===== config.mk =====
export PLATFORM = sky130hd
export DESIGN_NAME = uart_monitor_top
export DESIGN_NICKNAME = d
export VERILOG_FILES = /design/src/uart_mon_pkg.sv /design/src/hex_word_collector.sv /design/src/monitor_cmd_fsm.sv /design/src/monitor_ctrl_out.sv /design/src/uart_char_decoder.sv /design/src/uart_monitor_top.sv
export SDC_FILE = /design/constraint.sdc
export NUM_CORES = 1
export LEC_CHECK = 0
export BUFFER_PORTS_ARGS = -buffer_cell sky130_fd_sc_hd__buf_2
export CORE_AREA = 2 2 125 127
export DETAILED_ROUTE_END_ITERATION = 10
export DIE_AREA = 0 0 127 129
export MAX_ROUTING_LAYER = met4
export PLACE_DENSITY_LB_ADDON = 0.2
export SLEW_MARGIN = 15
export SYNTH_ARGS = -nofsm -noshare
export SYNTH_HDL_FRONTEND = slang
export SYNTH_SLANG_ARGS = --single-unit

===== constraint.sdc =====
create_clock -name clk -period 4.12 [get_ports clk]
set_clock_uncertainty 0.2 [all_clocks]
set_input_delay 0 -clock clk [delete_from_list [all_inputs] [get_ports clk]]
set_output_delay 0 -clock clk [all_outputs]
set_load 0.03 [all_outputs]

===== src/uart_mon_pkg.sv =====
// uart monitor package with shared widths, character codes and types
package uart_mon_pkg;

	// widths
	localparam int word_w          = 32;
	localparam int nibble_w        = 4;
	localparam int digits_per_word = 8;
	localparam int cpu_start_delay = 3; // go word valid to cpu_start

	// received character codes
	localparam logic [7:0] chr_ctrl_c   = 8'h03;
	localparam logic [7:0] chr_cr       = 8'h0d;
	localparam logic [7:0] chr_go       = "g";
	localparam logic [7:0] chr_write    = "w";
	localparam logic [7:0] chr_read     = "r";
	localparam logic [7:0] chr_stop_set = "s";

	// decoded command letters
	typedef enum logic [2:0] {
		cmd_none,
		cmd_go,
		cmd_quit,     // Ctrl-c
		cmd_write,
		cmd_read,
		cmd_stop_set,
		cmd_cr
	} mon_cmd_e;

	// command FSM states
	typedef enum logic [3:0] {
		st_idle,
		st_go_addr,
		st_go_run,    // cpu running until quit or break
		st_wr_addr,
		st_wr_data,
		st_rd_start,
		st_rd_end,
		st_rd_dump,
		st_bp_addr
	} mon_state_e;

	// one classified character, valid for a single cycle
	typedef struct packed {
		logic                valid;
		logic                is_hex;
		logic [nibble_w-1:0] nibble;
		mon_cmd_e            cmd;
	} char_info_t;

	// completed hex word
	typedef struct packed {
		logic              valid;
		logic [word_w-1:0] data;
	} mon_word_t;

endpackage


===== src/hex_word_collector.sv =====
// hex word collector that builds 32-bit words from eight hex digits
`timescale 1ns/1ps

module hex_word_collector (
	input  logic                     clk,
	input  logic                     rst_n,
	input  uart_mon_pkg::char_info_t char_info,
	input  logic                     collect,
	input  logic                     word_clear,
	output uart_mon_pkg::mon_word_t  word
);

	logic [uart_mon_pkg::word_w-1:0]                  work_word;
	logic [uart_mon_pkg::word_w-1:0]                  shifted;
	logic [$clog2(uart_mon_pkg::digits_per_word)-1:0] digit_cnt;
	logic                                             take;
	logic                                             last_digit;

	// only hex chars while a number is expected
	assign take       = char_info.valid & char_info.is_hex & collect;
	assign last_digit = take & (int'(digit_cnt) == uart_mon_pkg::digits_per_word - 1);
	assign shifted    = {work_word[uart_mon_pkg::word_w-uart_mon_pkg::nibble_w-1:0],
		char_info.nibble};

	always_ff @(posedge clk or negedge rst_n) begin
		if (!rst_n) begin
			work_word <= '0;
			digit_cnt <= '0;
		end else if (word_clear) begin
			work_word <= '0;
			digit_cnt <= '0;
		end else if (take) begin
			work_word <= shifted; // new digit in at the low end
			if (last_digit)
				digit_cnt <= '0;
			else
				digit_cnt <= digit_cnt + 1'b1;
		end
	end

	// completed word holds until the next one
	always_ff @(posedge clk or negedge rst_n) begin
		if (!rst_n) begin
			word <= '0;
		end else begin
			word.valid <= last_digit;
			if (last_digit)
				word.data <= shifted;
		end
	end

endmodule


===== src/monitor_cmd_fsm.sv =====
// monitor command FSM that steps through command arguments and aborts
`timescale 1ns/1ps

module monitor_cmd_fsm (
	input  logic                     clk,
	input  logic                     rst_n,
	input  uart_mon_pkg::char_info_t char_info,
	input  uart_mon_pkg::mon_word_t  word,
	input  logic                     dump_running,
	input  logic                     bp_hit,
	output uart_mon_pkg::mon_state_e state,
	output logic                     collect,
	output logic                     word_clear,
	output logic                     abort,
	output logic                     go_launch,
	output logic                     crlf_in
);

	uart_mon_pkg::mon_state_e state_next;
	logic                     cr_c;
	logic                     arg_done; // address word that ends with a crlf

	assign abort = char_info.valid & (char_info.cmd == uart_mon_pkg::cmd_quit);
	assign cr_c  = char_info.valid & (char_info.cmd == uart_mon_pkg::cmd_cr);

	always_comb begin
		state_next = state;
		case (state)
			uart_mon_pkg::st_idle:
				if (char_info.valid) begin
					case (char_info.cmd)
						uart_mon_pkg::cmd_go:       state_next = uart_mon_pkg::st_go_addr;
						uart_mon_pkg::cmd_write:    state_next = uart_mon_pkg::st_wr_addr;
						uart_mon_pkg::cmd_read:     state_next = uart_mon_pkg::st_rd_start;
						uart_mon_pkg::cmd_stop_set: state_next = uart_mon_pkg::st_bp_addr;
						default:                    state_next = uart_mon_pkg::st_idle;
					endcase
				end
			uart_mon_pkg::st_go_addr:
				if (word.valid)
					state_next = uart_mon_pkg::st_go_run;
			uart_mon_pkg::st_go_run:
				if (bp_hit)
					state_next = uart_mon_pkg::st_idle; // break point reached
			uart_mon_pkg::st_wr_addr:
				if (word.valid)
					state_next = uart_mon_pkg::st_wr_data;
			uart_mon_pkg::st_wr_data:
				state_next = uart_mon_pkg::st_wr_data; // data words until Ctrl-c
			uart_mon_pkg::st_rd_start:
				if (word.valid)
					state_next = uart_mon_pkg::st_rd_end;
			uart_mon_pkg::st_rd_end:
				if (word.valid)
					state_next = uart_mon_pkg::st_rd_dump;
			uart_mon_pkg::st_rd_dump:
				if (!dump_running)
					state_next = uart_mon_pkg::st_idle;
			uart_mon_pkg::st_bp_addr:
				if (word.valid)
					state_next = uart_mon_pkg::st_idle;
			default:
				state_next = uart_mon_pkg::st_idle;
		endcase
		if (abort)
			state_next = uart_mon_pkg::st_idle; // Ctrl-c wins everywhere
	end

	always_ff @(posedge clk or negedge rst_n) begin
		if (!rst_n)
			state <= uart_mon_pkg::st_idle;
		else
			state <= state_next;
	end

	assign collect = (state == uart_mon_pkg::st_go_addr) | (state == uart_mon_pkg::st_wr_addr)
		| (state == uart_mon_pkg::st_wr_data) | (state == uart_mon_pkg::st_rd_start)
		| (state == uart_mon_pkg::st_rd_end) | (state == uart_mon_pkg::st_bp_addr);

	// entering a number state from idle starts a fresh word
	assign word_clear = ((state == uart_mon_pkg::st_idle) & (state_next != uart_mon_pkg::st_idle))
		| abort;

	assign go_launch = (state == uart_mon_pkg::st_go_addr) & word.valid;
	assign arg_done  = word.valid & ((state == uart_mon_pkg::st_go_addr)
		| (state == uart_mon_pkg::st_wr_addr) | (state == uart_mon_pkg::st_rd_end)
		| (state == uart_mon_pkg::st_bp_addr));
	assign crlf_in   = arg_done | cr_c | abort;

endmodule


===== src/monitor_ctrl_out.sv =====
// monitor output stage with control strobes, breakpoint and cpu start delay
`timescale 1ns/1ps

module monitor_ctrl_out (
	input  logic                             clk,
	input  logic                             rst_n,
	input  uart_mon_pkg::mon_state_e         state,
	input  uart_mon_pkg::mon_word_t          word,
	input  logic                             abort,
	input  logic                             go_launch,
	input  logic [uart_mon_pkg::word_w-1:0]  pc_data,
	input  logic                             cpu_run_state,
	output logic                             bp_hit,
	output logic                             cpu_start,
	output logic                             write_address_set,
	output logic                             write_data_en,
	output logic                             read_start_set,
	output logic                             read_end_set,
	output logic                             read_stop,
	output logic                             quit_cmd
);

	logic [uart_mon_pkg::word_w-1:2]          bp_addr; // word aligned
	logic                                     bp_en;
	logic [uart_mon_pkg::cpu_start_delay-1:0] start_sr;

	always_ff @(posedge clk or negedge rst_n) begin
		if (!rst_n) begin
			bp_addr <= '0;
			bp_en   <= 1'b0;
		end else if ((state == uart_mon_pkg::st_bp_addr) & word.valid) begin
			bp_addr <= word.data[uart_mon_pkg::word_w-1:2];
			bp_en   <= ~word.data[0]; // bit 0 set disables the break
		end
	end

	assign bp_hit = bp_en & cpu_run_state & (bp_addr == pc_data[uart_mon_pkg::word_w-1:2]);

	// go launch to cpu start
	always_ff @(posedge clk or negedge rst_n) begin
		if (!rst_n)
			start_sr <= '0;
		else
			start_sr <= {start_sr[uart_mon_pkg::cpu_start_delay-2:0], go_launch};
	end

	assign cpu_start = start_sr[uart_mon_pkg::cpu_start_delay-1];

	assign write_address_set = (state == uart_mon_pkg::st_wr_addr) & word.valid;
	assign write_data_en     = (state == uart_mon_pkg::st_wr_data) & word.valid;
	assign read_start_set    = (state == uart_mon_pkg::st_rd_start) & word.valid;
	assign read_end_set      = (state == uart_mon_pkg::st_rd_end) & word.valid;
	assign read_stop         = (state == uart_mon_pkg::st_rd_dump) & abort;
	assign quit_cmd          = abort | bp_hit;

endmodule


===== src/uart_char_decoder.sv =====
// uart character decoder that registers a received char and classifies it
`timescale 1ns/1ps

module uart_char_decoder (
	input  logic                     clk,
	input  logic                     rst_n,
	input  logic [7:0]               rout,
	input  logic                     rout_en,
	output uart_mon_pkg::char_info_t char_info
);

	logic [7:0] char_q;    // last received char, held
	logic       char_en_q;

	always_ff @(posedge clk or negedge rst_n) begin
		if (!rst_n)
			char_q <= 8'd0;
		else if (rout_en)
			char_q <= rout;
	end

	always_ff @(posedge clk or negedge rst_n) begin
		if (!rst_n)
			char_en_q <= 1'b0;
		else
			char_en_q <= rout_en; // one cycle behind the strobe
	end

	always_comb begin
		char_info.valid  = char_en_q;
		char_info.is_hex = 1'b0;
		char_info.nibble = '0;
		char_info.cmd    = uart_mon_pkg::cmd_none;
		if (char_q >= "0" && char_q <= "9") begin
			char_info.is_hex = 1'b1;
			char_info.nibble = char_q[3:0];
		end else if (char_q >= "a" && char_q <= "f") begin // lower case only
			char_info.is_hex = 1'b1;
			char_info.nibble = char_q[3:0] + 4'd9;
		end else begin
			case (char_q)
				uart_mon_pkg::chr_go:       char_info.cmd = uart_mon_pkg::cmd_go;
				uart_mon_pkg::chr_ctrl_c:   char_info.cmd = uart_mon_pkg::cmd_quit;
				uart_mon_pkg::chr_write:    char_info.cmd = uart_mon_pkg::cmd_write;
				uart_mon_pkg::chr_read:     char_info.cmd = uart_mon_pkg::cmd_read;
				uart_mon_pkg::chr_stop_set: char_info.cmd = uart_mon_pkg::cmd_stop_set;
				uart_mon_pkg::chr_cr:       char_info.cmd = uart_mon_pkg::cmd_cr;
				default:                    char_info.cmd = uart_mon_pkg::cmd_none;
			endcase
		end
	end

endmodule


===== src/uart_monitor_top.sv =====
// uart monitor top level joining decoder, collector, command FSM and outputs
`timescale 1ns/1ps

module uart_monitor_top (
	input  logic                            clk,
	input  logic                            rst_n,
	input  logic [7:0]                      rout,
	input  logic                            rout_en,
	input  logic                            dump_running,
	input  logic [uart_mon_pkg::word_w-1:0] pc_data,
	input  logic                            cpu_run_state,
	output logic [uart_mon_pkg::word_w-1:0] uart_data,
	output logic                            cpu_start,
	output logic                            write_address_set,
	output logic                            write_data_en,
	output logic                            read_start_set,
	output logic                            read_end_set,
	output logic                            read_stop,
	output logic                            quit_cmd,
	output logic                            crlf_in
);

	uart_mon_pkg::char_info_t char_info;
	uart_mon_pkg::mon_word_t  word;
	uart_mon_pkg::mon_state_e state;
	logic                     collect;
	logic                     word_clear;
	logic                     abort;
	logic                     go_launch;
	logic                     bp_hit;

	// input side
	uart_char_decoder uart_char_decoder_i (
		.clk       (clk),
		.rst_n     (rst_n),
		.rout      (rout),
		.rout_en   (rout_en),
		.char_info (char_info)
	);

	hex_word_collector hex_word_collector_i (
		.clk        (clk),
		.rst_n      (rst_n),
		.char_info  (char_info),
		.collect    (collect),
		.word_clear (word_clear),
		.word       (word)
	);

	monitor_cmd_fsm monitor_cmd_fsm_i (
		.clk          (clk),
		.rst_n        (rst_n),
		.char_info    (char_info),
		.word         (word),
		.dump_running (dump_running),
		.bp_hit       (bp_hit),
		.state        (state),
		.collect      (collect),
		.word_clear   (word_clear),
		.abort        (abort),
		.go_launch    (go_launch),
		.crlf_in      (crlf_in)
	);

	// output side
	monitor_ctrl_out monitor_ctrl_out_i (
		.clk               (clk),
		.rst_n             (rst_n),
		.state             (state),
		.word              (word),
		.abort             (abort),
		.go_launch         (go_launch),
		.pc_data           (pc_data),
		.cpu_run_state     (cpu_run_state),
		.bp_hit            (bp_hit),
		.cpu_start         (cpu_start),
		.write_address_set (write_address_set),
		.write_data_en     (write_data_en),
		.read_start_set    (read_start_set),
		.read_end_set      (read_end_set),
		.read_stop         (read_stop),
		.quit_cmd          (quit_cmd)
	);

	assign uart_data = word.data; // last completed word

endmodule


== Yosys cells after proc, flatten, opt, wreduce, memory -nomap -nowiden ==
Index checks and enable logic that the tools add are counted.
Word-level totals
  bits in registers: 111
  input port bits: 45
  logic and storage cells: 92
  output and inout port bits: 40
Cells by class
  eq/ne operators: 22
  reduce and logical (&&, ||, !) cells: 5
  magnitude comparators: 4
  muxes and demuxes: 21
  bitwise operators: 28
  $add $sub $neg: 2
Operators by type and width (count)
  two-way mux 28 bit: 2
  two-way mux 4 bit: 9
  case mux 4 bit (9 select lines): 1
  equality test 8 x 7 -> 1 bit (second input constant): 4
  equality test 30 bit: 1
  case mux 3 bit (6 select lines): 1
  bitwise AND 1 bit: 16
  equality test 4 x 3 -> 1 bit (second input constant): 4
  case mux 4 bit (4 select lines): 1
  two-way mux 3 bit: 5
  OR 1 bit: 11
  two-way mux 5 bit: 2
  equality test 3 bit (second input constant): 3
  equality test 4 x 2 -> 1 bit (second input constant): 2
  equality test 8 x 2 -> 1 bit (second input constant): 1
  equality test 8 x 4 -> 1 bit (second input constant): 1
  >= comparator 8 x 6 -> 1 bit (second input constant): 1
  >= comparator 8 x 7 -> 1 bit (second input constant): 1
  less-or-equal comparator 8 x 6 -> 1 bit (second input constant): 1
  less-or-equal comparator 8 x 7 -> 1 bit (second input constant): 1
  equality test 3 x 1 -> 1 bit (second input constant): 2
  equality test 3 x 2 -> 1 bit (second input constant): 2
  adder 4 bit (second input constant): 1
  equality test 4 x 1 -> 1 bit (second input constant): 1
  7 further kinds: 8

== Depth between registers and ports, before layout ==
  word-level depth: 13
  depth in mapped cells: 9
  mapped depth without buffers: 7

== Cells and area by module ==
Synthesis repeated with hierarchy kept, for this count alone.
Second synthesis, totals
  cell total of the unflattened synthesis: 423
  area total of the unflattened synthesis: 5650.4 sq um
Modules (own cells, without submodules)
  hex_word_collector: area an instance 2762.6 sq um, times used 1, cells each 181
  monitor_ctrl_out: area an instance 1770.4 sq um, times used 1, cells each 123
  uart_char_decoder: area an instance 630.6 sq um, times used 1, cells each 62
  monitor_cmd_fsm: area an instance 486.7 sq um, times used 1, cells each 57

== Least setup slack after synthesis ==
OpenSTA, ideal clock, no wires.
  path kind: flip-flop to output port
  start: reg uart_char_decoder_i.char_q[1]
  end: out read_stop
  required time: 3.920 ns
  buffers on the path: 1
  cell stages (with the launch flop): 9
  arrival: 2.294 ns
  slack: 1.626 ns
  cell sequence: dfrtp_1 > inv_1 > ha_1 > nor4b_1 > nand3_1 > a21o_1 > or2_1 > clkbuf_1 > nor3b_1
On the way
  longest elaborated chain between the ends: 7
  elaborated cells on any way between the ends: 18
  those cells by class: 4 x order compare; 7 x eq/ne; 3 x mux; 2 x bitwise; 2 x reduce/logical
RTL lines
  start: declaration: line uart_char_decoder.sv:12  | logic [7:0] char_q;
  start signal: assignment: line uart_char_decoder.sv:19  | char_q <= rout;
  >= comparator 8 x 7 -> 1 bit (tied with other cells): line uart_char_decoder.sv:37  | end else if (char_q >= "a" && char_q <= "f") begin // lower case only
  logical AND 1 bit or case mux 3 bit (6 select lines) (tied branches): line uart_char_decoder.sv:37, uart_char_decoder.sv:41
  two-way mux 3 bit: line uart_char_decoder.sv:37
  two-way mux 3 bit *: line uart_char_decoder.sv:34  | if (char_q >= "0" && char_q <= "9") begin
  equality test 3 x 2 -> 1 bit *: line monitor_cmd_fsm.sv:23  | assign abort = char_info.valid & (char_info.cmd == uart_mon_pkg::cmd_quit);
  bitwise AND 1 bit *: line monitor_cmd_fsm.sv:23
  bitwise AND 1 bit *: line monitor_ctrl_out.sv:53  | assign read_stop = (state == uart_mon_pkg::st_rd_dump) & abort;
  end: declaration: line uart_monitor_top.sv:18  | output logic read_stop,
Every way passes the cells marked *; elsewhere a longest branch is shown, timed or not.

== Worst setup path after layout ==
  start: reg monitor_cmd_fsm_i.state[0]
  end: reg hex_word_collector_i.work_word[21] in the netlist's numbering
On the way
  longest elaborated chain between the ends: 8
  elaborated cells on any way between the ends: 30
  those cells by class: 8 x eq/ne; 11 x mux; 8 x bitwise; 3 x reduce/logical
RTL lines
  start: declaration: line monitor_cmd_fsm.sv:11  | output uart_mon_pkg::mon_state_e state,
  start signal: assignment: line monitor_cmd_fsm.sv:71  | state <= uart_mon_pkg::st_idle;
  start signal: assignment: line monitor_cmd_fsm.sv:73  | state <= state_next;
  branches (longest 8 deep; another with two-way mux 28 bit)
  end signal: assignment: line hex_word_collector.sv:33  | work_word <= shifted;
  end: declaration: line hex_word_collector.sv:13  | logic [uart_mon_pkg::word_w-1:0] work_word;
Several ways; the timed one is not identified.
A chain may end at the register's enable or synchronous reset.

==> results.sh <==
export IMPL_num_nets_final=584
export IMPL_synth_top_cell_area_share=0.472
export IMPL_gr_usage_all_layers=0.161
export IMPL_rrSetupSlack_ps=990
export IMPL_p_per_area_nw_per_um2=381
export IMPL_hp_start="pc_data[5]"
export IMPL_worstMarginPinSlew_ps=849
export IMPL_place_area_sq_um=6190
export IMPL_crit_fanout=20
export IMPL_fp_row_count=45
export IMPL_die_w_um=127
export IMPL_antenna_found_initial=0
export IMPL_cts_resized=0
export IMPL_async_reset_ff_frac=1.00
export IMPL_fmax_mhz=320
export IMPL_synthCells=475
export IMPL_rr_endpoint="hex_word_collector_i.work_word[21]"
export IMPL_first_pass_iters=4
export IMPL_worstHoldPathCells=6
export IMPL_yosys_warnings=0
export IMPL_grt_pass1_vias=3801
export IMPL_grt_overflow=0
export IMPL_maxCapViolCount=0
export IMPL_synth_seq_area_share=0.472
export IMPL_final_util=0.445
export IMPL_die_h_um=129
export IMPL_drt_met1_wl_um=5850
export IMPL_drv_slew=0
export IMPL_end_kind="flip-flop"
export IMPL_synth_cell_types=67
export IMPL_hold_end="monitor_cmd_fsm_i.state[1]"
export IMPL_outcome="completed"
export IMPL_synth_nets=526
export IMPL_yosys_area_top_type="dfrtp_1"
export IMPL_grt_pass1_wl_um=20100
export IMPL_highest_layer="met4"
export IMPL_gp_congestion=0.798
export IMPL_synth_ff_type="dfrtp_1"
export IMPL_wl_per_cell_um=16.8
export IMPL_antenna_left=0
export IMPL_finalCriticalPeriod_ps=3130
export IMPL_vias_per_cell=5.19
export IMPL_rsz0062_at_grt="no"
export IMPL_synth_avg_cell_area_sq_um=12.4
export IMPL_startpoint_type="flip-flop"
export IMPL_fin_crit_sh=0.759
export IMPL_synth_seq_cells=111
export IMPL_drc_errors=0
export IMPL_initial_utilization=0.393
export IMPL_fin_tns_setup_ps=0
export IMPL_clk_path_buf_depth=2
export IMPL_cts_setup_buffers=0
export IMPL_crit_required_ps=4120
export IMPL_r2r_cells=6
export IMPL_routed_wl_um=12200
export IMPL_area_delta_synth_final_pct=13.2
export IMPL_hold_viol=0
export IMPL_ir_worst_vdd_uv=194
export IMPL_setup_viol=0
export IMPL_numPlacedInstances=692
export IMPL_crit_arrival_ps=3130
export IMPL_fin_cells=724
export IMPL_synth_edff_count=0
export IMPL_antenna_cells=0
export IMPL_cts_made_buffers=9
export IMPL_min_path_type="primary input to flip-flop"
export IMPL_core_sq_um=15000
export IMPL_dp_hpwl_um=8570
export IMPL_cts_tree="done"
export IMPL_clkLatencyLatePin_ps=350
export IMPL_port_buffers=82
export IMPL_route_met2_wl_um=5700
export IMPL_p_leak_nw=3.31
export IMPL_die_area_sq_um=16400
export IMPL_wl_met3_um=475
export IMPL_cts_max_level=3
export IMPL_grt_max_degree=67
export IMPL_io_pins=85
export IMPL_drt_first_iter_violations=235
export IMPL_power_mw=2.54
export IMPL_fin_area_sq_um=6670
export IMPL_path_class="flip-flop to flip-flop"
export IMPL_syn_cell_area_sq_um=5890
export IMPL_path_clk_slew_ps=70
export IMPL_regToRegStartpoint="monitor_cmd_fsm_i.state[0]"
export IMPL_root_buffer="clkbuf_16"
export IMPL_postCtsHoldBufs=18
export IMPL_synth_area_top_cells="dfrtp_1 (47%), mux2_2 (6.9%), nor4_2 (6.6%)"
export IMPL_cts_sinks=111
export IMPL_drive_gt1_frac=0.356
export IMPL_relSlewSlack=0.434
export IMPL_vias=3757
critical path, cell delays in order (launching register included):
cell and delay, ps:
dfrtp_1 570, nor4_2 510, or4b_4 560, o22ai_2 190, o31a_2 430, buf_4 420
nor4_2 90
where the power goes:
| part | total, mW | switching [mW] | internal [mW] | leakage (nW) |
|---|---|---|---|---|
| sequential | 1.22 | 0.0886 | 1.13 | 1.53 |
| clock | 0.879 | 0.392 | 0.486 | 0.145 |
| combinational | 0.441 | 0.263 | 0.178 | 1.64 |
per-stage QoR:
stage / setup slack, ps / hold WS (ps)
after global routing: 869 / 130
after floorplan: 1630 / -496
after detailed placement: 1030 / -37.8
after CTS: 1010 / 76.8
final: 991 / 69.9
after global placement: 1090 / -41.6
sequential cells by signal, summed over array words and instances, names as in the netlist:
register                        flops
hex_word_collector_i.digit_cnt      3
hex_word_collector_i.work_word     28
hex_word_collector_i.word          33
monitor_cmd_fsm_i.state             4
monitor_ctrl_out_i.bp_en            1
uart_char_decoder_i.char_en_q       1
monitor_ctrl_out_i.bp_addr         30
uart_char_decoder_i.char_q          8
monitor_ctrl_out_i.start_sr         3
cell families after synthesis:
| family | after synthesis | share of synthesized area |
|---|---|---|
| mux | 89 | 0.165 |
| buf+inv | 71 | 0.0791 |
| xor+xnor | 30 | 0.0446 |
| simple gates | 119 | 0.160 |
| fa+ha+maj | 6 | 0.0128 |
| compound gates | 49 | 0.0667 |
| flops | 111 | 0.472 |
area by class of cell:
| class | instances | area (sq um) |
|---|---|---|
| sequential | 111 | 2780 |
| clock inverter | 4 | 56.3 |
| timing repair buffer | 110 | 668 |
| fill | 1395 | 8310 |
| multi-input combinational | 293 | 2660 |
| clock buffer | 10 | 239 |
| inverter | 8 | 30.0 |
| tap | 188 | 235 |
Yosys cell counts, types with 2 or more instances:
cell type    n
dfrtp_1    111
mux2_2      36
buf_4       33
nor4_2      31
mux2i_1     27
xnor2_1     27
mux2_1      26
nand2_1     23
buf_2       12
buf_6        8
nor2b_1      8
a21oi_1      7
clkbuf_1     7
inv_1        7
nand4_1      7
nor2_1       7
nor3b_1      7
o21ai_0      7
o21ai_1      7
ha_1         6
nand3_1      5
nor3_1       4
buf_1        3
nor4_1       3
nor4b_1      3
o211a_1      3
xor2_1       3
a21o_1       2
a221oi_1     2
a22oi_1      2
nand2b_1     2
nand3b_1     2
o2bb2ai_1    2
or4_1        2
worst max path at each step:
stage,from,depth (start not counted),slack (ps),endpoint
global route,monitor_cmd_fsm_i.state[0],6,870,hex_word_collector_i.work_word[14]
global placement,monitor_cmd_fsm_i.state[0],6,1090,hex_word_collector_i.work_word[14]
floorplan,uart_char_decoder_i.char_q[1],8,1630,read_stop
finish,monitor_cmd_fsm_i.state[0],6,990,hex_word_collector_i.work_word[21]
CTS,monitor_cmd_fsm_i.state[0],6,1010,hex_word_collector_i.work_word[4]
detailed placement,monitor_cmd_fsm_i.state[0],6,1030,hex_word_collector_i.work_word[4]
placed cells by master, fill, tap and decap left out, drive strengths merged, types with 3 or more instances in the layout:
| master | count |
|---|---|
| dfrtp | 111 |
| buf | 92 |
| mux2 | 62 |
| nor4 | 35 |
| xnor2 | 27 |
| mux2i | 27 |
| nand2 | 24 |
| dlygate4sd3 | 18 |
| o21ai | 15 |
| clkbuf | 10 |
| inv | 9 |
| nor2b | 8 |
| a21oi | 8 |
| nor3b | 8 |
| nand4 | 7 |
| nor2 | 7 |
| ha | 6 |
| nand3 | 5 |
| nor3 | 4 |
| nor4b | 3 |
| o211a | 3 |
| xor2 | 3 |
| or2 | 3 |
layer usage:
metal	global-route usage	vias to the layer above
met5	-	-
met4	0.0524	0
met3	0.0320	11
met2	0.246	68
met1	0.217	1880
li1	-	1798
Power figures use the tool's default switching activity.
